===== src/rv_cfg_pkg.sv =====
`default_nettype none

package rv_cfg_pkg;

  // Data and address width
  localparam int XLEN   = 64;
  localparam int ILEN   = 32;
  localparam int REG_AW = 5;

  localparam logic [XLEN-1:0] RESET_PC = 64'h0000_0000_8000_0000;
  localparam logic [XLEN-1:0] PC_STEP  = 64'd4;

  // addi x0, x0, 0 doubles as the pipeline bubble
  localparam logic [ILEN-1:0] NOP_INST = 32'h0000_0013;

endpackage

`default_nettype wire


===== src/rv_isa_pkg.sv =====
`default_nettype none

package rv_isa_pkg;

  // Major opcodes of the supported subset
  typedef enum logic [6:0] {
    OPC_OP     = 7'b0110011,
    OPC_OP_IMM = 7'b0010011,
    OPC_LUI    = 7'b0110111,
    OPC_LOAD   = 7'b0000011,
    OPC_STORE  = 7'b0100011,
    OPC_BRANCH = 7'b1100011,
    OPC_JAL    = 7'b1101111
  } opcode_e;

  typedef enum logic [1:0] {
    WB_ALU  = 2'd0,
    WB_MEM  = 2'd1,
    WB_LINK = 2'd2
  } wb_src_e;

  typedef enum logic [1:0] {
    ALU_ADD    = 2'd0,
    ALU_SUB    = 2'd1,
    ALU_PASS_B = 2'd2,
    ALU_EQ     = 2'd3
  } alu_op_e;

  // Field positions inside the instruction word
  localparam int RD_LSB     = 7;
  localparam int RS1_LSB    = 15;
  localparam int RS2_LSB    = 20;
  localparam int FUNCT7_LSB = 25;

  localparam logic [6:0] FUNCT7_SUB = 7'b0100000;

endpackage

`default_nettype wire


===== src/mem_wb_unit.sv =====
`timescale 1ns/1ps
`default_nettype none

module mem_wb_unit (
  input  wire                           clk_i,
  input  wire                           reset_i,
  input  wire                           flow_i,
  input  wire                           mm_we_i,
  input  wire  [rv_cfg_pkg::REG_AW-1:0] mm_rd_i,
  input  wire  rv_isa_pkg::wb_src_e     mm_wb_src_i,
  input  wire                           mm_mem_rd_i,
  input  wire                           mm_mem_wr_i,
  input  wire  [rv_cfg_pkg::XLEN-1:0]   mm_result_i,
  input  wire  [rv_cfg_pkg::XLEN-1:0]   mm_addr_i,
  input  wire  [rv_cfg_pkg::XLEN-1:0]   mm_wdata_i,
  input  wire  [rv_cfg_pkg::XLEN-1:0]   mm_pc_i,
  input  wire  [rv_cfg_pkg::ILEN-1:0]   mm_inst_i,
  output logic                          mem_valid_o,
  input  wire                           mem_ready_i,
  output logic [rv_cfg_pkg::XLEN-1:0]   mem_addr_o,
  output logic [rv_cfg_pkg::XLEN-1:0]   mem_wdata_o,
  input  wire  [rv_cfg_pkg::XLEN-1:0]   mem_rdata_i,
  output logic                          mem_wen_o,
  output logic                          mem_busy_o,
  output logic                          fwd_we_o,
  output logic [rv_cfg_pkg::REG_AW-1:0] fwd_rd_o,
  output logic [rv_cfg_pkg::XLEN-1:0]   fwd_data_o,
  output logic                          wb_we_o,
  output logic [rv_cfg_pkg::REG_AW-1:0] wb_rd_o,
  output logic [rv_cfg_pkg::XLEN-1:0]   wb_data_o,
  output logic [rv_cfg_pkg::XLEN-1:0]   pc_vis_o,
  output logic [rv_cfg_pkg::ILEN-1:0]   instruction_vis_o,
  output logic                          exec_once_o
);

  logic                        done_q;
  logic [rv_cfg_pkg::XLEN-1:0] rdata_q, load_data, sel_data;
  logic [rv_cfg_pkg::XLEN-1:0] wb_pc_q;
  logic [rv_cfg_pkg::ILEN-1:0] wb_inst_q;

  // One transfer per access, even if another port holds the pipe
  assign mem_valid_o = (mm_mem_rd_i || mm_mem_wr_i) && !done_q;
  assign mem_wen_o   = mm_mem_wr_i && mem_valid_o;
  assign mem_addr_o  = mm_addr_i;
  assign mem_wdata_o = mm_wdata_i;
  assign mem_busy_o  = mem_valid_o && !mem_ready_i;

  always_ff @(posedge clk_i) begin
    if (reset_i) begin
      done_q <= 1'b0;
    end else if (flow_i) begin
      done_q <= 1'b0;
    end else if (mem_valid_o && mem_ready_i) begin
      done_q <= 1'b1;
    end
  end

  always_ff @(posedge clk_i) begin
    if (mem_valid_o && mem_ready_i) begin
      rdata_q <= mem_rdata_i;
    end
  end

  assign load_data = done_q ? rdata_q : mem_rdata_i;

  always_comb begin
    case (mm_wb_src_i)
      rv_isa_pkg::WB_MEM:  sel_data = load_data;
      rv_isa_pkg::WB_LINK: sel_data = mm_pc_i + rv_cfg_pkg::PC_STEP;
      default:             sel_data = mm_result_i;
    endcase
  end

  // Load data is not ready in time for execute
  assign fwd_we_o   = mm_we_i && !mm_mem_rd_i;
  assign fwd_rd_o   = mm_rd_i;
  assign fwd_data_o = sel_data;

  always_ff @(posedge clk_i) begin
    if (reset_i) begin
      wb_we_o     <= 1'b0;
      wb_inst_q   <= rv_cfg_pkg::NOP_INST;
      exec_once_o <= 1'b0;
    end else begin
      exec_once_o <= flow_i && wb_inst_q != rv_cfg_pkg::NOP_INST;
      if (flow_i) begin
        wb_we_o   <= mm_we_i;
        wb_inst_q <= mm_inst_i;
      end
    end
  end

  always_ff @(posedge clk_i) begin
    if (flow_i) begin
      wb_rd_o           <= mm_rd_i;
      wb_data_o         <= sel_data;
      wb_pc_q           <= mm_pc_i;
      pc_vis_o          <= wb_pc_q;
      instruction_vis_o <= wb_inst_q;
    end
  end

  a_mem_valid_hold: assert property (@(posedge clk_i) disable iff (reset_i)
    mem_valid_o && !mem_ready_i |=> mem_valid_o && $stable(mem_addr_o));

endmodule

`default_nettype wire


===== config.mk =====
export PLATFORM = sky130hd
export DESIGN_NAME = mem_wb_unit
export DESIGN_NICKNAME = d
export VERILOG_FILES = /design/src/rv_cfg_pkg.sv /design/src/rv_isa_pkg.sv /design/src/mem_wb_unit.sv
export SDC_FILE = /design/constraint.sdc
export NUM_CORES = 1
export LEC_CHECK = 0
export BUFFER_PORTS_ARGS = -buffer_cell sky130_fd_sc_hd__buf_4
export CELL_PAD_IN_SITES_DETAIL_PLACEMENT = 1
export CELL_PAD_IN_SITES_GLOBAL_PLACEMENT = 2
export CORE_AREA = 2 2 288 290
export CTS_CLUSTER_DIAMETER = 30
export CTS_CLUSTER_SIZE = 40
export DETAILED_ROUTE_END_ITERATION = 8
export DIE_AREA = 0 0 290 292
export PLACE_DENSITY_LB_ADDON = 0.15
export SETUP_SLACK_MARGIN = 0.1
export SYNTH_ARGS = -nofsm -noshare
export SYNTH_HDL_FRONTEND = slang
export SYNTH_SLANG_ARGS = --single-unit

===== constraint.sdc =====
create_clock -name clk_i -period 2.6 [get_ports clk_i]
set_input_delay 0.13 -clock clk_i [delete_from_list [all_inputs] [get_ports clk_i]]
set_output_delay 0.13 -clock clk_i [all_outputs]
set_load 0.01 [all_outputs]

==> results.ini <==
[run_status]
status = completed

[drt]
drtPass1Iterations = 4
drc = 0
wire_per_inst_um = 23.05
vias = 11560
via_per_inst = 3.937
wirelength_um = 67710
drt-initial-drc-count = 556
ant_nets = 0

[worst_hold_path]
min-delay-start = mm_result_i[16]
holdCritPathClass = input pin to register

[worst_setup_path]
critical_path_class = register to primary output
worst-path-buf-inv = 3
cp-end-kind = primary output
crit_required_ns = 2.47
crit_family = buffers and inverters
critPathSlowestCell = dfxtp_4
critPathLaunch = done_q
crit_chain = buf_4, buf_6, mux2i_2, nor2_1, a21oi_1, o31ai_1, a21oi_2, o31ai_4, buf_4
slowest_delay_ns = 0.36
critPathMaxFanout = 6
cp.arrival_ns = 2.27
r2r_start = done_q
cp_common_cell = buf_4
worstSetupStartpointType = register

[yosys]
synth_warnings = 0
synth_area_leaders = edfxtp_1 (62%), buf_4 (7.0%), mux2i_1 (5.0%), dfxtp_1 (4.9%), o221ai_1 (2.4%)
synth_nets = 1394
synth_async_sr_flop_share = 0
yosysTopAreaCellShare = 0.6190
synth_seq_cells = 328
synth_top_area_cell = edfxtp_1
seq_area_frac_synth = 0.6683
yosysMostFrequentCell = edfxtp_1
syn_area_per_cell_um2 = 13.87
syn_inst = 1025
netlist-cell-type-count = 43
synth_edf_count = 293
syn-cell-area_um2 = 14210
yosys-top-cells-count = edfxtp_1 (293), buf_4 (133), mux2i_1 (71), nand2_1 (70), nor2_1 (55)
synth_flop_cell = edfxtp_1

[cells_and_area]
fin_nets = 2145
layout-drive-gt1-share = 0.4357
syn2layout_area_growth_pct = 78.60

[power_and_ir_drop]
p_int_uw = 16660
p_sw_frac = 0.2338
ir_drop_mv = 0.4520
power_density_nw_per_um2 = 856.5
p_comb_frac = 0.109
seqPwrFrac = 0.291
p_clk_frac = 0.600
leakage_uw = 0.01013
p_sw_uw = 5084

[global_route]
grt_max_degree = 53
grt_pass1_wl_um = 94790
grt-ovfl-total = 0
antenna_found_initial = 2
grt_pass1_vias = 12980
track_usage = 0.1557

[die]
initial_utilization = 0.1742
core_area_um2 = 81580
io_pins = 734
die_y_um = 292
row_count = 105
die_area_um2 = 84680
die-width_um = 290

[timing]
fin_crit_ns = 2.401
max_slew_margin = 0.6153
hold_viol_final = 0
period_share = 0.9235
layout_setup_ws_ns = 0.1989
setup_viol = 0
max_freq_ghz = 0.4165
timing.final.max_slew_violations = 0
grt_setup_unrepaired = true
worst_slew_pin_slew_ns = 0.5771
holdWs_ns = 0.02425
finalClockSkew_ns = 0.02908

[clock_network]
cts_sinks = 328
cts_root_buffer = clkbuf_16
ctsHtreeMaxLevel = 3
numCtsBuffers = 105
clockBufferDepth = 3
clk_latency_ns = 0.64
cts_tree = done
clkSlewWorstSetupHoldPaths_ns = 0.04

[job]
max_cap_violations = 0

[placed_design]
place_congestion = 0.7474
detailedPlace.worstSlack_ns = -0.06617
port_buffers = 477
place_hpwl_um = 50800

==> cells in the final DEF (no fill, tap or decap), drive strengths merged, types with 2 or more instances in the layout <==
cell	netlist	routed
mux2i	71	71
dlygate4sd3	0	263
bufinv	0	18
nand4	17	17
clkinv	0	45
nand3	25	25
or4	2	2
o21ai	13	13
dfxtp	35	35
nor2	55	55
inv	23	26
nor3b	5	5
and4	3	3
a221oi	11	11
nor4	20	20
edfxtp	293	293
a32oi	5	5
nor2b	8	8
xor2	15	15
a21oi	27	27
ha	3	3
nor3	21	21
o31ai	2	2
clkinvlp	0	11
clkbuf	34	120
a22oi	5	5
nand2b	2	2
nand2	70	70
and3	6	6
and2	2	2
a211o	4	4
o221ai	39	39
mux2	24	24
o21a	3	3
xnor2	36	36
buf	142	557
==> worst reg2reg max path, cell delays in order (launching register included) <==
cell	delay [ns]
dfxtp_4	0.35
buf_4	0.17
buf_6	0.18
nor2_1	0.19
and2_4	0.44
buf_12	0.29
==> path summary, 6_finish.rpt <==
path | slack (ns) | depth (start not counted) | endpoint
min reg2reg | 0.41 | 0 | pc_vis_o[52]
min | 0.02 | 3 | wb_data_o[16]
max reg2reg | 0.62 | 5 | rdata_q[34]
max | 0.20 | 9 | fwd_data_o[49]
==> logic make-up after synthesis <==
family                     Yosys count  share of synthesized area
xor gates and xnor gates            51                    0.03142
buffers and inverters              199                    0.08776
AOI/OAI and AO/OA                  109                    0.05572
adders and majority gates            3                   0.002641
DFF                                328                     0.6683
and+or+nand+nor                    240                    0.08521
muxes                               95                    0.06901
==> stage by stage <==
step           utilization  power (µW)  TNS, ns  std cells  cell area, µm²
2_1_floorplan            -        7237        0       1025           14220
3_3_place_gp        0.2290        8434  -0.1960       2468           18690
3_5_place_dp        0.2290        8441  -0.1161       2468           18690
4_1_cts             0.3082       22100        0       2934           25150
5_1_grt             0.3112       22550        0       2937           25390
6_report            0.3112       21740        0       2937           25390
==> layer usage <==
layer,share of wire,wire [µm],vias to the layer above,global-route usage
met2,0.52,35190,445,0.2809
met1,0.39,26220,5661,0.1743
met3,0.063,4277,166,0.03981
li1,-,-,5288,-
met5,0.00018,12,-,0
met4,0.030,2015,2,0.06275
==> power by group through the flow <==
stage | Clock, µW | Combinational, µW | Sequential, µW
after global placement | 0 | 2020 | 6420
after floorplan | 0 | 741 | 6500
after CTS | 13400 | 2410 | 6330
after global routing | 13600 | 2540 | 6360
final | 13000 | 2370 | 6330
after detailed placement | 0 | 2020 | 6420
==> sequential cells by signal, indices dropped and copies added, names as in the netlist <==
register	cells
rdata_q	64
wb_we_o	1
wb_rd_o	5
instruction_vis_o	32
wb_pc_q	64
pc_vis_o	64
wb_inst_q	32
done_q	1
wb_data_o	64
exec_once_o	1
==> timing repair <==
action | in CTS | in global routing
gates cloned | 0 | 0
endpoints found under the hold margin | 264 | 0
endpoints found under the setup margin | 42 | 30
buffers inserted | 6 | 2
hold buffers | 263 | 0
gates resized for setup | 19 | 40
pin swaps | 0 | 3
==> area by class of cell <==
| cell class | count | area, µm² |
|---|---|---|
| Fill cell | 8864 | 56200 |
| Antenna cell | 1 | 2.502 |
| Sequential cell | 328 | 9503 |
| Tap cell | 1070 | 1339 |
| Clock inverter | 77 | 928.4 |
| Inverter | 23 | 86.33 |
| Clock buffer | 120 | 2745 |
| Timing Repair Buffer | 820 | 6994 |
| Multi-Input combinational cell | 498 | 3790 |
Power figures use the tool's default switching activity.
