==> src/rv_cfg_pkg.sv <==
`default_nettype none

package rv_cfg_pkg;

  // Data and address width
  localparam int XLEN   = 64;
  localparam int ILEN   = 32;
  localparam int REG_AW = 5;

  localparam logic [XLEN-1:0] RESET_PC = 64'h0000_0000_8000_0000;
  localparam logic [XLEN-1:0] PC_STEP  = 64'd4;

  // addi x0, x0, 0 doubles as the pipeline bubble
  localparam logic [ILEN-1:0] NOP_INST = 32'h0000_0013;

endpackage

`default_nettype wire

==> src/rv_isa_pkg.sv <==
`default_nettype none

package rv_isa_pkg;

  // Major opcodes of the supported subset
  typedef enum logic [6:0] {
    OPC_OP     = 7'b0110011,
    OPC_OP_IMM = 7'b0010011,
    OPC_LUI    = 7'b0110111,
    OPC_LOAD   = 7'b0000011,
    OPC_STORE  = 7'b0100011,
    OPC_BRANCH = 7'b1100011,
    OPC_JAL    = 7'b1101111
  } opcode_e;

  typedef enum logic [1:0] {
    WB_ALU  = 2'd0,
    WB_MEM  = 2'd1,
    WB_LINK = 2'd2
  } wb_src_e;

  typedef enum logic [1:0] {
    ALU_ADD    = 2'd0,
    ALU_SUB    = 2'd1,
    ALU_PASS_B = 2'd2,
    ALU_EQ     = 2'd3
  } alu_op_e;

  // Field positions inside the instruction word
  localparam int RD_LSB     = 7;
  localparam int RS1_LSB    = 15;
  localparam int RS2_LSB    = 20;
  localparam int FUNCT7_LSB = 25;

  localparam logic [6:0] FUNCT7_SUB = 7'b0100000;

endpackage

`default_nettype wire

==> src/execute_unit.sv <==
`timescale 1ns/1ps
`default_nettype none

module execute_unit (
  input  wire                           clk_i,
  input  wire                           reset_i,
  input  wire                           flow_i,
  input  wire  rv_isa_pkg::alu_op_e     ex_op_i,
  input  wire  rv_isa_pkg::wb_src_e     ex_wb_src_i,
  input  wire                           ex_we_i,
  input  wire                           ex_mem_rd_i,
  input  wire                           ex_mem_wr_i,
  input  wire                           ex_branch_i,
  input  wire                           ex_jump_i,
  input  wire  [rv_cfg_pkg::REG_AW-1:0] ex_rs1_i,
  input  wire  [rv_cfg_pkg::REG_AW-1:0] ex_rs2_i,
  input  wire  [rv_cfg_pkg::REG_AW-1:0] ex_rd_i,
  input  wire  [rv_cfg_pkg::XLEN-1:0]   ex_a_i,
  input  wire  [rv_cfg_pkg::XLEN-1:0]   ex_b_i,
  input  wire  [rv_cfg_pkg::XLEN-1:0]   ex_imm_i,
  input  wire                           ex_use_imm_i,
  input  wire  [rv_cfg_pkg::XLEN-1:0]   ex_pc_i,
  input  wire  [rv_cfg_pkg::ILEN-1:0]   ex_inst_i,
  input  wire                           mem_fwd_we_i,
  input  wire  [rv_cfg_pkg::REG_AW-1:0] mem_fwd_rd_i,
  input  wire  [rv_cfg_pkg::XLEN-1:0]   mem_fwd_data_i,
  input  wire                           wb_we_i,
  input  wire  [rv_cfg_pkg::REG_AW-1:0] wb_rd_i,
  input  wire  [rv_cfg_pkg::XLEN-1:0]   wb_data_i,
  output logic                          redirect_o,
  output logic [rv_cfg_pkg::XLEN-1:0]   redirect_pc_o,
  output logic                          mm_we_o,
  output logic [rv_cfg_pkg::REG_AW-1:0] mm_rd_o,
  output rv_isa_pkg::wb_src_e           mm_wb_src_o,
  output logic                          mm_mem_rd_o,
  output logic                          mm_mem_wr_o,
  output logic [rv_cfg_pkg::XLEN-1:0]   mm_result_o,
  output logic [rv_cfg_pkg::XLEN-1:0]   mm_addr_o,
  output logic [rv_cfg_pkg::XLEN-1:0]   mm_wdata_o,
  output logic [rv_cfg_pkg::XLEN-1:0]   mm_pc_o,
  output logic [rv_cfg_pkg::ILEN-1:0]   mm_inst_o
);

  logic [rv_cfg_pkg::XLEN-1:0] op_a, fwd_b, op_b, alu_res;

  // Memory stage is newer, so it is checked last
  function automatic logic [rv_cfg_pkg::XLEN-1:0] fwd_sel(
    input logic [rv_cfg_pkg::REG_AW-1:0] rs,
    input logic [rv_cfg_pkg::XLEN-1:0]   rf_val
  );
    logic [rv_cfg_pkg::XLEN-1:0] val;
    val = rf_val;
    if (rs != '0 && wb_we_i && wb_rd_i == rs) begin
      val = wb_data_i;
    end
    if (rs != '0 && mem_fwd_we_i && mem_fwd_rd_i == rs) begin
      val = mem_fwd_data_i;
    end
    return val;
  endfunction

  always_comb begin
    op_a  = fwd_sel(ex_rs1_i, ex_a_i);
    fwd_b = fwd_sel(ex_rs2_i, ex_b_i);
    op_b  = ex_use_imm_i ? ex_imm_i : fwd_b;
    case (ex_op_i)
      rv_isa_pkg::ALU_SUB:    alu_res = op_a - op_b;
      rv_isa_pkg::ALU_PASS_B: alu_res = op_b;
      rv_isa_pkg::ALU_EQ:     alu_res = {{(rv_cfg_pkg::XLEN-1){1'b0}}, op_a == op_b};
      default:                alu_res = op_a + op_b;
    endcase
  end

  // Taken BEQ or JAL, both pc relative
  assign redirect_o    = ex_jump_i || (ex_branch_i && alu_res[0]);
  assign redirect_pc_o = ex_pc_i + ex_imm_i;

  always_ff @(posedge clk_i) begin
    if (reset_i) begin
      mm_we_o     <= 1'b0;
      mm_wb_src_o <= rv_isa_pkg::WB_ALU;
      mm_mem_rd_o <= 1'b0;
      mm_mem_wr_o <= 1'b0;
      mm_inst_o   <= rv_cfg_pkg::NOP_INST;
    end else if (flow_i) begin
      mm_we_o     <= ex_we_i;
      mm_wb_src_o <= ex_wb_src_i;
      mm_mem_rd_o <= ex_mem_rd_i;
      mm_mem_wr_o <= ex_mem_wr_i;
      mm_inst_o   <= ex_inst_i;
    end
  end

  always_ff @(posedge clk_i) begin
    if (flow_i) begin
      mm_rd_o     <= ex_rd_i;
      mm_result_o <= alu_res;
      mm_addr_o   <= op_a + ex_imm_i;
      mm_wdata_o  <= fwd_b;
      mm_pc_o     <= ex_pc_i;
    end
  end

endmodule

`default_nettype wire

==> config.mk <==
export PLATFORM = sky130hd
export DESIGN_NAME = execute_unit
export DESIGN_NICKNAME = d
export VERILOG_FILES = /design/src/rv_cfg_pkg.sv /design/src/rv_isa_pkg.sv /design/src/execute_unit.sv
export SDC_FILE = /design/constraint.sdc
export NUM_CORES = 1
export LEC_CHECK = 0
export BUFFER_PORTS_ARGS = -buffer_cell sky130_fd_sc_hd__buf_2
export CAP_MARGIN = 10
export CORE_MARGIN = 5
export CORE_UTILIZATION = 25
export CTS_CLUSTER_SIZE = 14
export DETAILED_ROUTE_END_ITERATION = 12
export PLACE_DENSITY = 0.47
export REMOVE_ABC_BUFFERS = 1
export SETUP_SLACK_MARGIN = 0.5
export SLEW_MARGIN = 10
export SYNTH_ARGS = -nofsm -noshare
export SYNTH_HDL_FRONTEND = slang
export SYNTH_SLANG_ARGS = --single-unit
==> constraint.sdc <==
create_clock -name clk_i -period 14.1 [get_ports clk_i]
set_input_delay 3.525 -clock clk_i [delete_from_list [all_inputs] [get_ports clk_i]]
set_output_delay 3.525 -clock clk_i [all_outputs]
set_load 0.02 [all_outputs]
==> results of run 1 <==
-- metrics by stage --
stage | power (mW) | setup TNS, ps | std cells | utilization | cell area, um2
6_report | 3.87 | 0 | 5463 | 0.315 | 34900
3_3_place_gp | 2.79 | 0 | 5384 | 0.302 | 33500
2_1_floorplan | 2.15 | -251690 | 3051 | - | 27200
3_5_place_dp | 2.78 | 0 | 5384 | 0.302 | 33500
5_1_grt | 4.08 | 0 | 5460 | 0.315 | 34900
4_1_cts | 3.91 | 0 | 5458 | 0.315 | 34900
-- sequential cells by signal, indices dropped and copies added (netlist names) --
signal	cells
mm_result_o	64
mm_addr_o	64
mm_pc_o	64
mm_wdata_o	64
mm_rd_o	5
mm_mem_wr_o	1
mm_inst_o	32
mm_wb_src_o	2
mm_we_o	1
mm_mem_rd_o	1
-- worst max-delay path by stage --
stage / start / to / slack [ps] / cells past startpoint
floorplan: ex_rs2_i[2] / redirect_o / -5410 / 17
global placement: ex_imm_i[0] / redirect_pc_o[62] / 1190 / 17
detailed placement: ex_imm_i[0] / redirect_pc_o[62] / 1660 / 17
CTS: ex_imm_i[0] / redirect_pc_o[62] / 1620 / 17
global route: ex_imm_i[0] / redirect_pc_o[62] / 1410 / 17
finish: ex_imm_i[0] / redirect_pc_o[62] / 1600 / 17
-- worst register-to-register path, delay by kind of cell (launching register included) --
family / cells / cell delay, ps
flops: 1 / 300
compound gates: 1 / 250
simple gates: 1 / 120
-- placed cells by master (no fill, tap or decap), types with 46 or more instances in the layout --
cell and n:
buf_2 816, a21oi_1 307, nand2_1 275, o21ai_0 274
edfxtp_1 261, ha_1 252, mux2i_1 225, nor2_1 188
inv_1 170, xnor2_1 159, a21o_1 112, xor2_1 57
nand3_1 56, o21bai_1 56, o22ai_1 51, nand4_1 46
-- layout make-up --
class / instances / area (um2)
Fill cell: 12000 / 76000
Multi-Input combinational cell: 2578 / 18000
Sequential cell: 298 / 8580
Timing Repair Buffer: 845 / 4380
Tap cell: 1488 / 1860
Clock buffer: 52 / 1150
Inverter: 175 / 657
Clock inverter: 22 / 196
Antenna cell: 5 / 12.5
-- routing by layer --
metal / GRT usage / routed length, um
met1: 0.260 / 54800
met2: 0.359 / 63300
met3: 0.0374 / 7840
met4: 0.0472 / 2820
met5: 0 / 13
-- logic make-up after synthesis --
logic type                 count (synthesis)
AOI/OAI and AO/OA                       1084
and+or+nand+nor                          786
buffers and inverters                    353
DFF                                      298
adders and majority gates                256
muxes                                    236
xor gates and xnor gates                 216
-- power by group --
part	internal [mW]	switching (mW)
sequential	1.09	0.0279
combinational	0.566	1.08
clock	0.633	0.462
total	2.29	1.57
==> metrics.txt, run 1 <==
Critical Path Fanout Max 3; FF+latch count, synth 298; PortBufs approximately 820; Max IR drop VDD a little under 80 uV; Synth Area in Simple Gates 0.133; number of setup buffers added after CTS 0; Required @ worst endpoint roughly 11,000 ps; startpoint types input port; post-synth cell types 88; Reg clk slew, reported paths around 60 ps; Worst Slack Setup Final 1600 ps; Hold Path Origin mm_inst_o[21]; Max Clock Freq 80.0 MHz; GPL Wtd Cong between 0.9 and 1; Synth Area per Inst between 8 and 9 um2; Synth Area in Compound Gates 0.242; CTS tree built; CTS Sinks just under 300; clk root buf clkbuf_16; Post-synth ARST share 0; Max Cap Viol 0; Die ar. between 100,000 and 150,000 um2; Tightest Pin Transition around 1300 ps; ranking of synthesized cells by area edfxtp_1 28%, ha_1 11%, mux2i_1 8.1%; worst r2r dst mm_inst_o[4]; RSZ-0062 raised after global routing false; XOR/XNOR Fraction of Synth Area 0.0677; wire per inst between 20 and 25 um; final net count 4,653; Rel. slew slack 0.157; mux contribution to synthesized area 0.0850; die width 344 um; IO Pins 819; cts repair resizes 0; Post-Syn Area ~28,000 um2; Vias around 28,000; crit path kind in -> out; period utilization 0.887; share of cells above drive strength 1 0.243; prevailing post-synth register cell edfxtp_1; P&R area growth vs syn 24.7%; DRT iter0 DRCs between 1,500 and 2,000; fin crit period roughly 13,000 ps; Post-synth EDFFs 261; first-pass detailed-route iteration total 6; worst-path cell chain buf_2 > ha_1 > inv_1 > fa_1 > nor2b_1 > o2111ai_1 > a31oi_1 > o21ai_0 > a2111oi_2 > nor3b_2 > o31ai_2 > a221oi_1 > a2bb2oi_1 > o21ai_0 > a21oi_1 > xnor2_1 > buf_2; Vias/cell 5.12; main combinational cell family by area after synthesis compound AO/OA/AOI/OAI gates; RR Startpoint mm_inst_o[4]; clk buf depth 3; YS warnings 0; Post-Synthesis Cells 3,229; Tot GR Track Use 0.204; # setup viols final 0; Remaining DRCs 0; H-tree depth 2; vias in the first global route roughly 28,000; CP Data Arrival Time about 9000 ps; Reg2Reg Depth 2; slowest stage delay, CP a little over 900 ps; count leader, synth a21oi_1; hold depth 2; critical path's top delay family compound AO/OA/AOI/OAI gates; Worst setup EP type output pin; Buf/Inv on CP 3; Placeable Area 111,000 um2; post-route ant nets 0; status completed; Slew Viols, Final 0; cts bufs inserted 43; initial core utilization 0.252; antenna violations before repair 9; Min Hold Slack between 400 and 500 ps; Synth top cells by count 307 x a21oi_1, 276 x nand2_1, 274 x o21ai_0; register area share after synthesis 0.307; FF-to-FF setup slack about 13,000 ps; Post-DP HPWL approximately 110,000 um; Slowest cell on crit path a2111oi_2; clock skew 0 ps; hold endpoint mm_inst_o[21]; Final Hold Vio Count 0; Yosys top cell area share 0.280; worst hold path type reg -> reg; # hold bufs at CTS 0; Post-Synth Adder-Cell Area 0.116; pwr dens between 100 and 150 nW/um2; Clk Latency, worst-skew pair between 600 and 700 ps; LEAKAGE between 10 and 15 nW; Setup WS pre-CTS 1660 ps; first-pass GRT wire length 183,000 um; leading area contributor after synthesis edfxtp_1; Die Ht between 300 and 400 um; aggregate global routing overflow 0; Routed Wire Length 129,000 um; largest net degree at the start of global routing 129; row count roughly 120
(Power assumes the default switching activity.)
==> run 2, diff against run 1 <==
Settings changed: ABC_AREA from default to 1, CORE_AREA from default to 5 5 319 321, CORE_MARGIN 5 to default, CORE_UTILIZATION 25 to default, DIE_AREA from default to 0 0 324 326, PLACE_DENSITY 0.47 to 0.56.
==> metrics.txt, run 2 <==
Die Ht 326 um (-5.3%); worst hold path type reg -> reg; startpoint types input port; area of the multi-input gates 20,700 um2 (+15%); fin crit period 12,020 ps (-484 ps); cts repair resizes 0 (unchanged); LEAKAGE 18.0 nW (+20%); Vias 39,000 (+39%); most frequent cells in the layout 860 x nand2_1, 816 x buf_2, 745 x nor2_1; first-pass GRT wire length 276,000 um (+50%); most common cell after layout, fill and taps aside nand2_1; RSZ-0062 raised after global routing false; post-route ant nets 0 (unchanged); fillers 11,000 (-8.1%); die width 324 um (-5.9%); setup tns final 0 ps (unchanged); CTS Sinks 298 (unchanged); vias in the first global route 37,300 (+35%); Post-DP HPWL 175,000 um (+66%); clk buf depth 3 (unchanged); FF+latch area 8580 um2 (unchanged); hold depth 2 (unchanged); Die ar. 106,000 um2 (-11%); P&R area growth vs syn 20.5%; CTS tree built; Rel. slew slack 0.250 (+0.0935); YS warnings 0 (unchanged); Worst setup EP type output pin; fin area 39,200 um2 (+13%); Placed Area 37,900 um2 (+13%); Critical Path Fanout Max 72 (+69); PortBufs 818 (unchanged); Final Hold Vio Count 0 (unchanged); placed insts 6,900 (+28%); wire per inst 29.0 um (+23%); Required @ worst endpoint 10,570 ps (about the same); Synth top cells by count 862 x nand2_1, 747 x nor2_1, 645 x inv_1; # setup viols final 0 (unchanged); first-pass detailed-route iteration total 6 (unchanged); GPL Wtd Cong 1.10 (+17%); Post-synth ARST share 0 (unchanged); period utilization 0.852 (-0.0343); post-route core utilization 0.396 (+0.0817); # hold bufs at CTS 0 (unchanged); post-synth cell types 55 (-38%); initial core utilization 0.329 (+0.0765); crit path kind in -> out; Post-Syn Area 32,500 um2 (+16%); status completed; Vias/cell 5.59 (+9.0%); Post-synth EDFFs 261 (unchanged); Placeable Area 99,000 um2 (-11%); CP Data Arrival Time 8490 ps (-490 ps); Tightest Pin Transition 1110 ps (-141 ps); register area share after synthesis 0.264 (-0.0433); row count 116 (-4.9%); IO Pins 819 (unchanged); Post-Synthesis Cells 4,887 (+51%); Max Clock Freq 83.2 MHz (+4.0%); Tot GR Track Use 0.363 (+0.158); clock skew 0 ps (unchanged); Pwr Total 4.26 mW (+10%); count leader, synth nand2_1; Remaining DRCs 0 (unchanged); Reg2Reg Depth 2 (unchanged); final net count 6,358 (+37%); pwr dens 108 nW/um2 (-2.2%); Clk Latency, worst-skew pair 590 ps (-20 ps); Routed Wire Length 202,000 um (+57%); number of setup buffers added after CTS 0 (unchanged); Slew Viols, Final 0 (unchanged); H-tree depth 2 (unchanged); Yosys top cell area share 0.241 (-0.0395); ranking of synthesized cells by area edfxtp_1 24%, nand2_1 9.9%, ha_1 9.7%; largest net degree at the start of global routing 93 (-28%); Max IR drop VDD 115 uV (+47%); cts bufs inserted 42 (-2.3%); Max Cap Viol 0 (unchanged); DRT iter0 DRCs 3,791 (+93%); FF+latch count, synth 298 (unchanged); Synth Area per Inst 6.66 um2 (-23%); share of cells above drive strength 1 0.209 (-0.0342); aggregate global routing overflow 0 (unchanged); final non-filler cell total 6,987 (+28%); leading area contributor after synthesis edfxtp_1; antenna violations before repair 30 (+21); clk root buf clkbuf_16; Reg clk slew, reported paths 60 ps (about the same); prevailing post-synth register cell edfxtp_1
-- run 2: changes by cell type in the layout (fill, tap and decap cells not counted), sizes merged, moves of 55 or more --
cell and delta:
nand2 +588, nor2 +570, inv +526, nand3 +238, o21ai +234, mux2i -225, xnor2 -121, a21oi +117
a21o -79, o22ai +69, or2 +55
-- run 2: worst max-delay path, stage by stage --
cell and delay, ps:
buf_2 150, or2_1 220, nor2_1 220, nor3_1 110
nand2_4 570, buf_4 620, o21ai_0 200, o22ai_1 370
ha_1 420, nor2_1 150, inv_1 80, nor2_1 230
nand3_1 260, nor2_1 270, nand2_1 90, nor2_1 120
nand3_1 140, nand2_1 100, nand2_1 50, nand2_1 140
nand2_1 70, nand2_1 50, buf_2 150
-- run 2: through the flow --
step | hold WS [ps] | setup slack [ps]
2_1_floorplan | 546 | 2470
3_3_place_gp | 437 | 2410
3_5_place_dp | 440 | 2320
4_1_cts | 455 | 2300
5_1_grt | 480 | 1860
6_report | 452 | 2080
-- run 2: final cells by class --
class | instances | area share
diodes | 10 | 0.000638
clock buffers | 49 | 0.0285
clock inverters | 28 | 0.00571
inverters | 705 | 0.0675
multi-input cells | 3752 | 0.527
flip-flops and latches | 298 | 0.219
well taps | 1298 | 0.0414
repair buffers | 847 | 0.110
-- run 2: path summary, 6_finish.rpt --
kind,start,endpoint,slack (ps)
setup / recovery,ex_rs1_i[0],redirect_o,2080
hold / removal,mm_inst_o[0],mm_inst_o[0],450
setup reg to reg,mm_inst_o[13],mm_inst_o[13],13470
hold reg to reg,mm_inst_o[0],mm_inst_o[0],450
-- run 2: metal layers --
metal  track usage  wire, um
met1         0.471     83500
met2         0.586     91200
met3        0.0723     17000
met4         0.157     10600
met5             0       109
-- run 2: kinds of logic (layout without fill, tap and decap cells) --
group / after synthesis / in the layout / share of synthesized area
xor gates and xnor gates: 131 / 131 / 0.0353
DFF: 298 / 298 / 0.264
buffers and inverters: 837 / 1629 / 0.101
and+or+nand+nor: 2104 / 2104 / 0.269
adders and majority gates: 256 / 256 / 0.0993
AOI/OAI and AO/OA: 1261 / 1261 / 0.232
other: 0 / 10 / 0
-- run 2: where the power goes --
part           total (mW)  switching [mW]  internal [mW]
logic                2.05            1.50          0.548
clock network        1.07           0.463          0.608
registers            1.13          0.0369           1.10
total                4.26            2.00           2.25
