## src/rv_cfg_pkg.sv

```systemverilog
`default_nettype none

package rv_cfg_pkg;

  // Data and address width
  localparam int XLEN   = 64;
  localparam int ILEN   = 32;
  localparam int REG_AW = 5;

  localparam logic [XLEN-1:0] RESET_PC = 64'h0000_0000_8000_0000;
  localparam logic [XLEN-1:0] PC_STEP  = 64'd4;

  // addi x0, x0, 0 doubles as the pipeline bubble
  localparam logic [ILEN-1:0] NOP_INST = 32'h0000_0013;

endpackage

`default_nettype wire

```

## src/fetch_unit.sv

```systemverilog
`timescale 1ns/1ps
`default_nettype none

module fetch_unit (
  input  wire                         clk_i,
  input  wire                         reset_i,
  input  wire                         flow_i,
  input  wire                         stall_i,
  input  wire                         redirect_i,
  input  wire  [rv_cfg_pkg::XLEN-1:0] redirect_pc_i,
  output logic                        if_valid_o,
  input  wire                         if_ready_i,
  output logic [rv_cfg_pkg::XLEN-1:0] if_addr_o,
  input  wire  [rv_cfg_pkg::ILEN-1:0] if_data_i,
  output logic [rv_cfg_pkg::ILEN-1:0] id_inst_o,
  output logic [rv_cfg_pkg::XLEN-1:0] id_pc_o
);

  logic [rv_cfg_pkg::XLEN-1:0] pc_q;

  assign if_addr_o = pc_q;

  // Request stays up once out of reset
  always_ff @(posedge clk_i) begin
    if (reset_i) begin
      if_valid_o <= 1'b0;
      pc_q       <= rv_cfg_pkg::RESET_PC;
      id_inst_o  <= rv_cfg_pkg::NOP_INST;
    end else begin
      if_valid_o <= 1'b1;
      if (flow_i) begin
        if (redirect_i) begin
          // Word fetched this cycle is on the wrong path
          pc_q      <= redirect_pc_i;
          id_inst_o <= rv_cfg_pkg::NOP_INST;
        end else if (!stall_i) begin
          if (if_valid_o) begin
            pc_q <= pc_q + rv_cfg_pkg::PC_STEP;
          end
          id_inst_o <= if_valid_o ? if_data_i : rv_cfg_pkg::NOP_INST;
        end
      end
    end
  end

  always_ff @(posedge clk_i) begin
    if (flow_i && !stall_i) begin
      id_pc_o <= pc_q;
    end
  end

  // Address must not move under a pending request
  a_if_addr_hold: assert property (@(posedge clk_i) disable iff (reset_i)
    if_valid_o && !if_ready_i |=> $stable(if_addr_o));

endmodule

`default_nettype wire

```

## config.mk

```make
export PLATFORM = sky130hd
export DESIGN_NAME = fetch_unit
export DESIGN_NICKNAME = d
export VERILOG_FILES = /design/src/rv_cfg_pkg.sv /design/src/fetch_unit.sv
export SDC_FILE = /design/constraint.sdc
export NUM_CORES = 1
export LEC_CHECK = 0
export BUFFER_PORTS_ARGS = -buffer_cell sky130_fd_sc_hd__buf_2
export CORE_MARGIN = 4
export CORE_UTILIZATION = 54
export DETAILED_ROUTE_END_ITERATION = 10
export PLACE_DENSITY = 0.85
export SYNTH_ARGS = -nofsm -noshare
export SYNTH_HDL_FRONTEND = slang
export SYNTH_SLANG_ARGS = --single-unit
```

## constraint.sdc

```tcl
create_clock -name clk_i -period 11.67 [get_ports clk_i]
set_input_delay 1.167 -clock clk_i [delete_from_list [all_inputs] [get_ports clk_i]]
set_output_delay 1.167 -clock clk_i [all_outputs]
set_load 0.005 [all_outputs]
```

==> results.yml, run 1 <==
status:
  status: "finished, final reports clean"
sta:
  fin_crit_sh_pct: 29.1
  slew_viol_final: 0
  hold_viol_final: 0
  tightest_slew_ns: 1.12
  setup_viol: 0
  rsz0062_at_grt: "false"
  relSlewSlack_pct: 24.9
  holdWs_ns: 0.449
  fmax_mhz: 294
  tns_ns: 0
  fin_skew_ns: 0.00724
  period_needed_ns: 3.40
global_route:
  grt_pass1_wl_um: 38800
  antenna_found_initial: 0
  grt_pass1_vias: 7479
  grt_max_degree: 89
  gr-total-overflow: 0
  grt_usage_pct: 29.9
routing:
  drt_wl_total_um: 24700
  drt_iter0_drc: 1083
  dr.pass1.iters: 6
  wl_per_cell_um: 19.7
  drc: 0
  vias: 7997
  ant_nets: 0
  viasPerCell: 6.39
placed_design:
  gp_congestion: 0.906
  port_buffers: 261
  dpl.hpwl_um: 16800
yosys:
  synthFlopType: "dfxtp_1"
  ys_seq_elements: 161
  synth_top_cell_area_share_pct: 25.6
  yosysSeqAreaShare_pct: 51.0
  synthArstFlopShare_pct: 0
  syn_inst: 829
  synth_warnings: 0
  synth.area.top_cells: "dfxtp_1 26%, edfxtp_1 25%, nand2_1 4.9%"
  syn-num-nets: 932
  postSynthAreaPerCell_um2: 9.14
  synth-edff-count: 64
  yosys.area.top_type: "dfxtp_1"
  syn_area_um2: 7580
  yosys.cell_types.count: 62
power_and_ir_drop:
  power.density_nw_per_um2: 138
  leakage_nw: 3.78
  vdd_drop_max_mv: 0.0879
finish:
  mostFrequentLayoutCells: "261 x buf_2, 99 x nand2_1, 97 x dfxtp_1, 70 x a21oi_1, 64 x edfxtp_1"
  syn_to_final_growth_pct: 26.0
  final_common_cell: "buf_2"
  antenna_cells: 0
  fillerInstances: 1115
  layout-drive-gt1-share_pct: 29.7
  final_nets: 1162
setup_path:
  crit_buf_inv: 2
  worstPathArrival_ns: 3.76
  slowest_stage: "and2_1"
  startpoint_type: "input pin"
  max_stage_delay_ns: 0.84
  critPathTopFamily: "buffers and inverters"
  worstSetupPathType: "input pin to register"
  cp_cell_sequence: "buf_2, buf_4, and2_1, nand2_1, a21boi_0, o21ai_0, o311a_2"
  crit_path_max_fanout: 88
  required_ns: 12.03
  end_kind: "register"
clocking:
  root_buffer: "clkbuf_16"
  ctsHoldBuffers: 0
  post_cts.repair.setup_buffers: 0
  clkSinkCount: 161
  cts-buffers-inserted: 17
  h-tree-depth: 4
  clk_transition_reported_paths_ns: 0.06
  clock_latency_ns: 0.42
  clock_path_buffers: 2
  cts.repair.resized: 0
  cts_tree: "built"
flow_run:
  cap_viol_max_count: 0
floorplanning:
  pin_count: 263
  die_y_um: 126
  core.rowCount: 43
  dieArea_um2: 16000
  core_area_um2: 13800
  die-width_um: 126
  initial_core_util_pct: 54.8
worst_hold_path:
  hold_path_class: "register to register"
[area by class of cell]
type	count	area, um2	share of cell area (%)
well taps	180	225	2.36
multi-input cells	597	3470	36.4
clock inverters	11	115	1.21
inverters	11	41.3	0.432
clock buffers	21	450	4.72
flip-flops and latches	161	3860	40.5
repair buffers	271	1380	14.5
[path summary, 6_finish.rpt]
path / endpoint / slack, ns / from / depth (start not counted)
worst max-delay path: if_addr_o[40]$_SDFFE_PP0P_ / 8.27 / redirect_i / 7
worst min-delay path: id_inst_o[29]$_SDFFE_PP0P_ / 0.45 / id_inst_o[29]$_SDFFE_PP0P_ / 2
worst max register to register: if_addr_o[46]$_SDFFE_PP0P_ / 8.49 / if_addr_o[31]$_SDFFE_PP1P_ / 5
worst min register to register: id_inst_o[29]$_SDFFE_PP0P_ / 0.45 / id_inst_o[29]$_SDFFE_PP0P_ / 2
[cells in the mapped netlist (all sizes together), types with 9 or more instances]
cell,instances
edfxtp,64
nand4,30
or3,17
nor4,17
o21ai,34
nor2,43
or4,24
and3,27
a22oi,10
inv,11
a21oi,70
dfxtp,97
o211ai,17
nand2,99
nand3,63
a22o,11
clkbuf,55
a31oi,24
and2,9
nor3,20
[logic make-up (layout without fill, tap and decap cells)]
family,after synthesis,after routing,synth area share (%)
AND/OR/NAND/NOR,366,366,25.3
flip-flops,161,161,51.0
adder cells (fa/ha/maj),1,1,0.165
multiplexers,2,2,0.264
buffers and inverters,71,314,3.57
AO/OA/AOI/OAI,228,228,19.7
[per-layer routing]
metal,vias to the layer above,global-route usage [%],share of wire [%]
met2,548,46.8,46
met5,-,0,0
met3,63,7.33,12
met4,0,12.4,3.0
li1,3644,-,-
met1,3742,39.8,39
[power by group]
group | switching (mW) | internal (mW) | total, mW | leakage, nW
sequential | 0.0308 | 0.613 | 0.643 | 1.41
combinational | 0.0736 | 0.0553 | 0.129 | 2.10
clock | 0.223 | 0.318 | 0.541 | 0.270
[registers in the layout, indices dropped and copies added, names as in the netlist]
name / flops
if_valid_o: 1
id_inst_o: 32
id_pc_o: 64
if_addr_o: 64
[through the flow]
step / setup slack, ns / util (%) / cell area [um2] / power (mW) / cells
detailed placement: 7.95 / 65.0 / 8980 / 0.782 / 1220
global placement: 8.02 / 65.0 / 8980 / 0.777 / 1220
finish: 8.27 / 69.1 / 9550 / 1.31 / 1252
global route: 8.15 / 69.1 / 9550 / 1.35 / 1252
floorplan: 6.65 / - / 7580 / 0.714 / 829
CTS: 8.39 / 69.1 / 9550 / 1.31 / 1252
[worst reg2reg max path: cells and delay by family, from the launching register on]
family / cells / cell delay (ns)
flip-flops: 1 / 0.58
AO/OA/AOI/OAI: 1 / 0.18
AND/OR/NAND/NOR: 4 / 2.34
(Power assumes the default switching activity.)
==> run 2, diff against run 1 <==
--- a/config.mk
+++ b/config.mk
@@ -5,11 +5,12 @@
 export SDC_FILE = /design/constraint.sdc
 export NUM_CORES = 1
 export LEC_CHECK = 0
+export ABC_AREA = 1
 export BUFFER_PORTS_ARGS = -buffer_cell sky130_fd_sc_hd__buf_2
 export CORE_MARGIN = 4
-export CORE_UTILIZATION = 54
+export CORE_UTILIZATION = 46
 export DETAILED_ROUTE_END_ITERATION = 10
-export PLACE_DENSITY = 0.85
+export PLACE_DENSITY = 0.76
 export SYNTH_ARGS = -nofsm -noshare
 export SYNTH_HDL_FRONTEND = slang
 export SYNTH_SLANG_ARGS = --single-unit
==> constraint.sdc (replaced) <==
create_clock -name clk_i -period 2.9 [get_ports clk_i]
set_input_delay 0.29 -clock clk_i [delete_from_list [all_inputs] [get_ports clk_i]]
set_output_delay 0.29 -clock clk_i [all_outputs]
set_load 0.005 [all_outputs]
==> run 2 against run 1 <==
Against the previous run: first-iteration DRC count is 23% lower; worst hold slack lost 0.36 ns; register-to-register slack worse by 7.8 ns; cell count grew 28%; count of clock-buffer cells in the layout is 3 higher; global-route usage shrank 3.5 points; sequential cell count did not move; non-clock buffer count stayed put; sequential power grew to 4.0 times the previous value; total power increased to 4.2 times the previous value; critical path type is now register to register.
==> results.yml, run 2 <==
status:
  status: "finished, final reports clean"
sta:
  tightest_slew_ns: 0.885
  slew_viol_final: 0
  fin_skew_ns: 0.00704
  holdWs_ns: 0.0925
  tns_ns: 0
  rsz0062_at_grt: "false"
  fmax_mhz: 456
  fin_ws_ns: 0.709
  relSlewSlack_pct: 41.0
  period_needed_ns: 2.19
  setup_viol: 0
  hold_viol_final: 0
  fin_crit_sh_pct: 75.5
placed_design:
  post-place-ws_ns: 0.767
  port_buffers: 261
  postPlaceCellArea_um2: 9570
  dpl.hpwl_um: 19600
  gp_congestion: 0.949
yosys:
  postSynthAreaPerCell_um2: 7.23
  ys_top_cells_by_count: "305 x nand2_1, 188 x nor2_1, 103 x o21ai_0, 97 x dfxtp_1, 96 x a21oi_1"
  synth-edff-count: 64
  yosysMostFrequentCell: "nand2_1"
  yosys.area_share.simple_pct: 32.0
  synth_warnings: 0
  synth_xor_area_share_pct: 0.108
  yosys.area_share.adder_pct: 0.155
  synthArstFlopShare_pct: 0
  synthFlopType: "dfxtp_1"
  synth_top_family_by_area: "simple AND/OR/NAND/NOR gates"
  synth_top_cell_area_share_pct: 24.0
  ys_seq_elements: 161
  yosys-mux-area-fraction_pct: 0
  yosysSeqAreaShare_pct: 47.8
  syn-num-nets: 1221
  syn_area_um2: 8090
  yosys.cell_types.count: 32
  synth_compound_area_share_pct: 13.8
  synth.area.top_cells: "dfxtp_1 24%, edfxtp_1 24%, nand2_1 14%"
  yosys.area.top_type: "dfxtp_1"
  syn_inst: 1118
power_and_ir_drop:
  power.density_nw_per_um2: 537
  p_total_mw: 5.46
  vdd_drop_max_mv: 0.385
  leakage_nw: 4.33
clocking:
  clkSinkCount: 161
  clock_path_buffers: 2
  clk_transition_reported_paths_ns: 0.06
  ctsHoldBuffers: 0
  clock_latency_ns: 0.43
  root_buffer: "clkbuf_16"
  cts-buffers-inserted: 17
  cts_tree: "built"
  h-tree-depth: 4
  cts.repair.resized: 0
  post_cts.repair.setup_buffers: 0
routing:
  vias: 8386
  drc: 0
  ant_nets: 0
  drt_wl_total_um: 26900
  dr.pass1.iters: 5
  drt_iter0_drc: 833
  viasPerCell: 5.24
  wl_per_cell_um: 16.8
global_route:
  antenna_found_initial: 1
  grt_pass1_vias: 7744
  grt_pass1_wl_um: 41500
  gr-total-overflow: 0
  grt_usage_pct: 26.4
  grt_max_degree: 67
setup_path:
  timing.rr.end: "if_addr_o[56]$_SDFFE_PP0P_"
  slowest_stage: "dfxtp_1"
  crit_path_max_fanout: 7
  cp_cell_sequence: "ha_1, nand2_1, inv_1, nand3_1, nor2_4, nand2_2, o21ai_0, nand3_1, nand2_1, a21oi_1"
  worstSetupEndpoint: "if_addr_o[56]$_SDFFE_PP0P_"
  startpoint_type: "register"
  worst-r2r-cell-count: 10
  timing.critical_path.from: "if_addr_o[2]$_SDFFE_PP0P_"
  required_ns: 3.18
  worstPathArrival_ns: 2.47
  max_stage_delay_ns: 0.52
  rrSetupSlack_ns: 0.71
  end_kind: "register"
  reg2reg_from: "if_addr_o[2]$_SDFFE_PP0P_"
  worstSetupPathType: "register to register"
finish:
  syn_to_final_growth_pct: 25.8
  mostFrequentLayoutCells: "305 x nand2_1, 261 x buf_2, 187 x nor2_1, 103 x o21ai_0, 97 x dfxtp_1"
  final_nets: 1465
  fillerInstances: 1607
  antenna_cells: 0
  fin_area_um2: 10200
  final_common_cell: "nand2_1"
  layout-drive-gt1-share_pct: 25.9
floorplanning:
  initial_core_util_pct: 46.9
  core.rowCount: 48
  dieArea_um2: 19800
  die_y_um: 141
  die-width_um: 141
  core_area_um2: 17200
  pin_count: 263
flow_run:
  cap_viol_max_count: 0
worst_hold_path:
  hold_path_class: "input pin to register"
run 2: changes by cell type after synthesis, sizes merged, moves of 19 or more:
cell / before / now
nor2: 43 / 210
nand2: 99 / 325
o21ai: 34 / 104
and3: 27 / 0
inv: 11 / 82
clkbuf: 55 / 34
a31oi: 24 / 1
a21oi: 70 / 97
nand4: 30 / 11
or4: 24 / 0
run 2: final cells by class:
type / instances / area, um2 / share of cell area, %
sequential: 161 / 3860 / 38.0
multi-input combinational: 828 / 3730 / 36.7
timing repair buffer: 271 / 1380 / 13.6
clock buffer: 24 / 546 / 5.36
inverter: 83 / 312 / 3.06
tap: 225 / 282 / 2.77
clock inverter: 8 / 58.8 / 0.578
run 2: worst max-delay path: cells and delay by family, from the launching register on:
kind | cells | cell delay (ns)
flops | 1 | 0.52
simple gates | 6 | 0.94
fa+ha+maj | 1 | 0.23
buf+inv | 1 | 0.08
compound gates | 2 | 0.26
run 2: through the flow:
stage | util (%) | instances
6_report | 59.0 | 1600
3_3_place_gp | 55.5 | 1568
2_1_floorplan | - | 1118
4_1_cts | 59.0 | 1600
3_5_place_dp | 55.5 | 1568
5_1_grt | 59.0 | 1600
run 2: cells by family (layout without fill, tap and decap cells):
family / after synthesis / after routing
AOI/OAI and AO/OA: 215 / 215
buffers and inverters: 129 / 386
and+or+nand+nor: 611 / 611
adders and majority gates: 1 / 1
xor gates and xnor gates: 1 / 1
DFF: 161 / 161
run 2: worst min path at each step:
stage	cells past startpoint	startpoint	to
after floorplan	2	if_data_i[0]	id_inst_o[0]$_SDFFE_PP1P_
after global placement	0	if_addr_o[0]$_SDFFE_PP0P_	id_pc_o[0]$_DFFE_PP_
after detailed placement	0	if_addr_o[1]$_SDFFE_PP0P_	id_pc_o[1]$_DFFE_PP_
after CTS	3	if_data_i[1]	id_inst_o[1]$_SDFFE_PP1P_
after global routing	3	if_data_i[22]	id_inst_o[22]$_SDFFE_PP0P_
final	3	if_data_i[1]	id_inst_o[1]$_SDFFE_PP1P_
run 2: where the power goes:
group / leakage [nW] / total, mW / switching, mW / internal (mW)
Clock: 0.304 / 2.29 / 0.958 / 1.33
Combinational: 2.62 / 0.576 / 0.338 / 0.238
Sequential: 1.41 / 2.60 / 0.118 / 2.48
Total: 4.33 / 5.46 / 1.41 / 4.05
run 2: routing by layer:
metal  GRT usage (%)  share of wire (%)  vias up
met1            35.5                 42     3830
met3            5.90                9.4       29
met5               0              0.026        -
li1                -                  -     4144
met4            7.19                1.6        2
met2            43.1                 47      381
==> run 3, diff against run 2 <==
--- a/config.mk
+++ b/config.mk
@@ -8,9 +8,9 @@
 export ABC_AREA = 1
 export BUFFER_PORTS_ARGS = -buffer_cell sky130_fd_sc_hd__buf_2
 export CORE_MARGIN = 4
-export CORE_UTILIZATION = 46
+export CORE_UTILIZATION = 51
 export DETAILED_ROUTE_END_ITERATION = 10
-export PLACE_DENSITY = 0.76
+export PLACE_DENSITY = 0.8
 export SYNTH_ARGS = -nofsm -noshare
 export SYNTH_HDL_FRONTEND = slang
 export SYNTH_SLANG_ARGS = --single-unit
==> constraint.sdc (replaced) <==
create_clock -name clk_i -period 2.1 [get_ports clk_i]
set_input_delay 0.21 -clock clk_i [delete_from_list [all_inputs] [get_ports clk_i]]
set_output_delay 0.21 -clock clk_i [all_outputs]
set_load 0.005 [all_outputs]
==> run 3 against run 2 <==
Against the previous run: worst hold slack got worse by 0.082 ns; worst setup slack lost 0.56 ns; clock skew increased by 0.0092 ns; critical path type unchanged; largest cell class unchanged.
==> results.yml, run 3 (synthesis results as in run 2) <==
status:
  status: "finished, final reports clean"
placed_design:
  post-place-ws_ns: 0.159
  dp.cells: 1573
  port_buffers: 261
  postPlaceCellArea_um2: 9740
  gp_congestion: 0.961
  dpl.hpwl_um: 19900
finish:
  final_nets: 1485
  fin_area_um2: 10300
  stdcell_count: 1606
  layout-drive-gt1-share_pct: 27.3
  fillerInstances: 1378
  syn_to_final_growth_pct: 27.6
  mostFrequentLayoutCells: "303 x nand2_1, 261 x buf_2, 185 x nor2_1, 103 x o21ai_0"
  antenna_cells: 0
  final_common_cell: "nand2_1"
setup_path:
  crit_buf_inv: 0
  cp_cell_sequence: "nand2_2, nor2_1, nand3_1, nor2_1, nand2_1, nand2_1, nand2_1, o21bai_1, a21oi_1"
  worstPathArrival_ns: 2.23
  startpoint_type: "register"
  critPathTopFamily: "simple AND/OR/NAND/NOR gates"
  end_kind: "register"
  slowest_stage: "dfxtp_1"
  worst-r2r-cell-count: 9
  worstSetupPathType: "register to register"
  required_ns: 2.38
  crit_path_max_fanout: 5
  path_common_cell: "nand2_1"
  rrSetupSlack_ns: 0.15
  max_stage_delay_ns: 0.45
  path_depth: 9
sta:
  hold_viol_final: 0
  tightest_slew_ns: 0.886
  tns_ns: 0
  fin_crit_sh_pct: 92.7
  slew_viol_final: 0
  fmax_mhz: 514
  fin_skew_ns: 0.0163
  fin_ws_ns: 0.153
  setup_viol: 0
  relSlewSlack_pct: 40.9
  period_needed_ns: 1.95
routing:
  drc: 0
  vias: 8582
  top_layer: "met4"
  met2_length_um: 12300
  drt_iter0_drc: 754
  ant_nets: 0
  wl_per_cell_um: 16.6
  drt_wl_total_um: 26700
  wl_met3_um: 2480
  viasPerCell: 5.34
  m1WireLength_um: 11200
  dr.pass1.iters: 5
clocking:
  root_buffer: "clkbuf_16"
  clock_latency_ns: 0.44
  cts-buffers-inserted: 17
  h-tree-depth: 4
  clock_path_buffers: 2
  clkSinkCount: 161
  cts_tree: "built"
  clk_transition_reported_paths_ns: 0.07
  ctsHoldBuffers: 0
worst_hold_path:
  hold_path_class: "input pin to register"
  whs_path_depth: 3
floorplanning:
  dieArea_um2: 17900
  initial_core_util_pct: 52.6
  die-width_um: 134
  pin_count: 263
  die_y_um: 134
  core.rowCount: 45
  core_area_um2: 15400
power_and_ir_drop:
  vdd_drop_max_mv: 0.595
  p_total_mw: 7.38
  power.density_nw_per_um2: 715
  leakage_nw: 4.42
global_route:
  grt_usage_pct: 29.5
  grt_pass1_wl_um: 42000
  gr-total-overflow: 0
  antenna_found_initial: 0
  grt_max_degree: 67
  grt_pass1_vias: 8139
flow_run:
  cap_viol_max_count: 0
run 3: cell types whose count changed in the layout (fill, tap and decap cells not counted), sizes merged:
cell,before,now
inv,87,85
buf,271,291
clkinvlp,0,3
clkinv,4,8
clkbuf,24,19
run 3: layout make-up:
| cell class | count | area [um2] | share of cell area [%] |
|---|---|---|---|
| Inverter | 83 | 315 | 3.05 |
| Clock buffer | 19 | 464 | 4.50 |
| Sequential cell | 161 | 3860 | 37.4 |
| Tap cell | 211 | 264 | 2.56 |
| Clock inverter | 13 | 101 | 0.982 |
| Multi-Input combinational cell | 828 | 3740 | 36.3 |
| Timing Repair Buffer | 291 | 1570 | 15.2 |
run 3: metal layers:
layer / vias to the layer above / GRT usage (%)
met1: 3953 / 39.3
met4: 0 / 11.0
met3: 44 / 7.13
met2: 400 / 46.8
li1: 4185 / -
met5: - / 0
run 3: worst reg2reg max path, cell delays in order (launching register included):
cell	delay, ns
dfxtp_1	0.45
nand2_2	0.13
nor2_1	0.22
nand3_1	0.20
nor2_1	0.33
nand2_1	0.14
nand2_1	0.08
nand2_1	0.05
o21bai_1	0.12
a21oi_1	0.08
run 3: through the flow:
step                      hold WS, ns  utilization [%]
after floorplan                 0.357                -
after global placement          0.447             63.4
after detailed placement        0.458             63.4
after CTS                     0.00444             67.0
after global routing          0.00486             67.2
final                          0.0108             67.2
run 3: report_power, final:
part / switching [mW] / total, mW / leakage [nW] / internal [mW]
logic: 0.484 / 0.837 / 2.74 / 0.352
clock network: 1.33 / 2.96 / 0.275 / 1.63
registers: 0.149 / 3.58 / 1.41 / 3.43
total: 1.96 / 7.38 / 4.42 / 5.41
run 3: final timing paths:
path                                  start                          to
setup reg to reg  if_addr_o[6]$_SDFFE_PP0P_  if_addr_o[35]$_SDFFE_PP0P_
setup / recovery  if_addr_o[6]$_SDFFE_PP0P_  if_addr_o[35]$_SDFFE_PP0P_
hold reg to reg   if_addr_o[1]$_SDFFE_PP0P_        id_pc_o[1]$_DFFE_PP_
hold / removal                if_data_i[14]  id_inst_o[14]$_SDFFE_PP0P_
run 3: what timing repair did:
| item | CTS | global route |
|---|---|---|
| endpoints found under the setup margin | 0 | 7 |
| gates resized for setup | 0 | 4 |
| setup buffers | 0 | 1 |
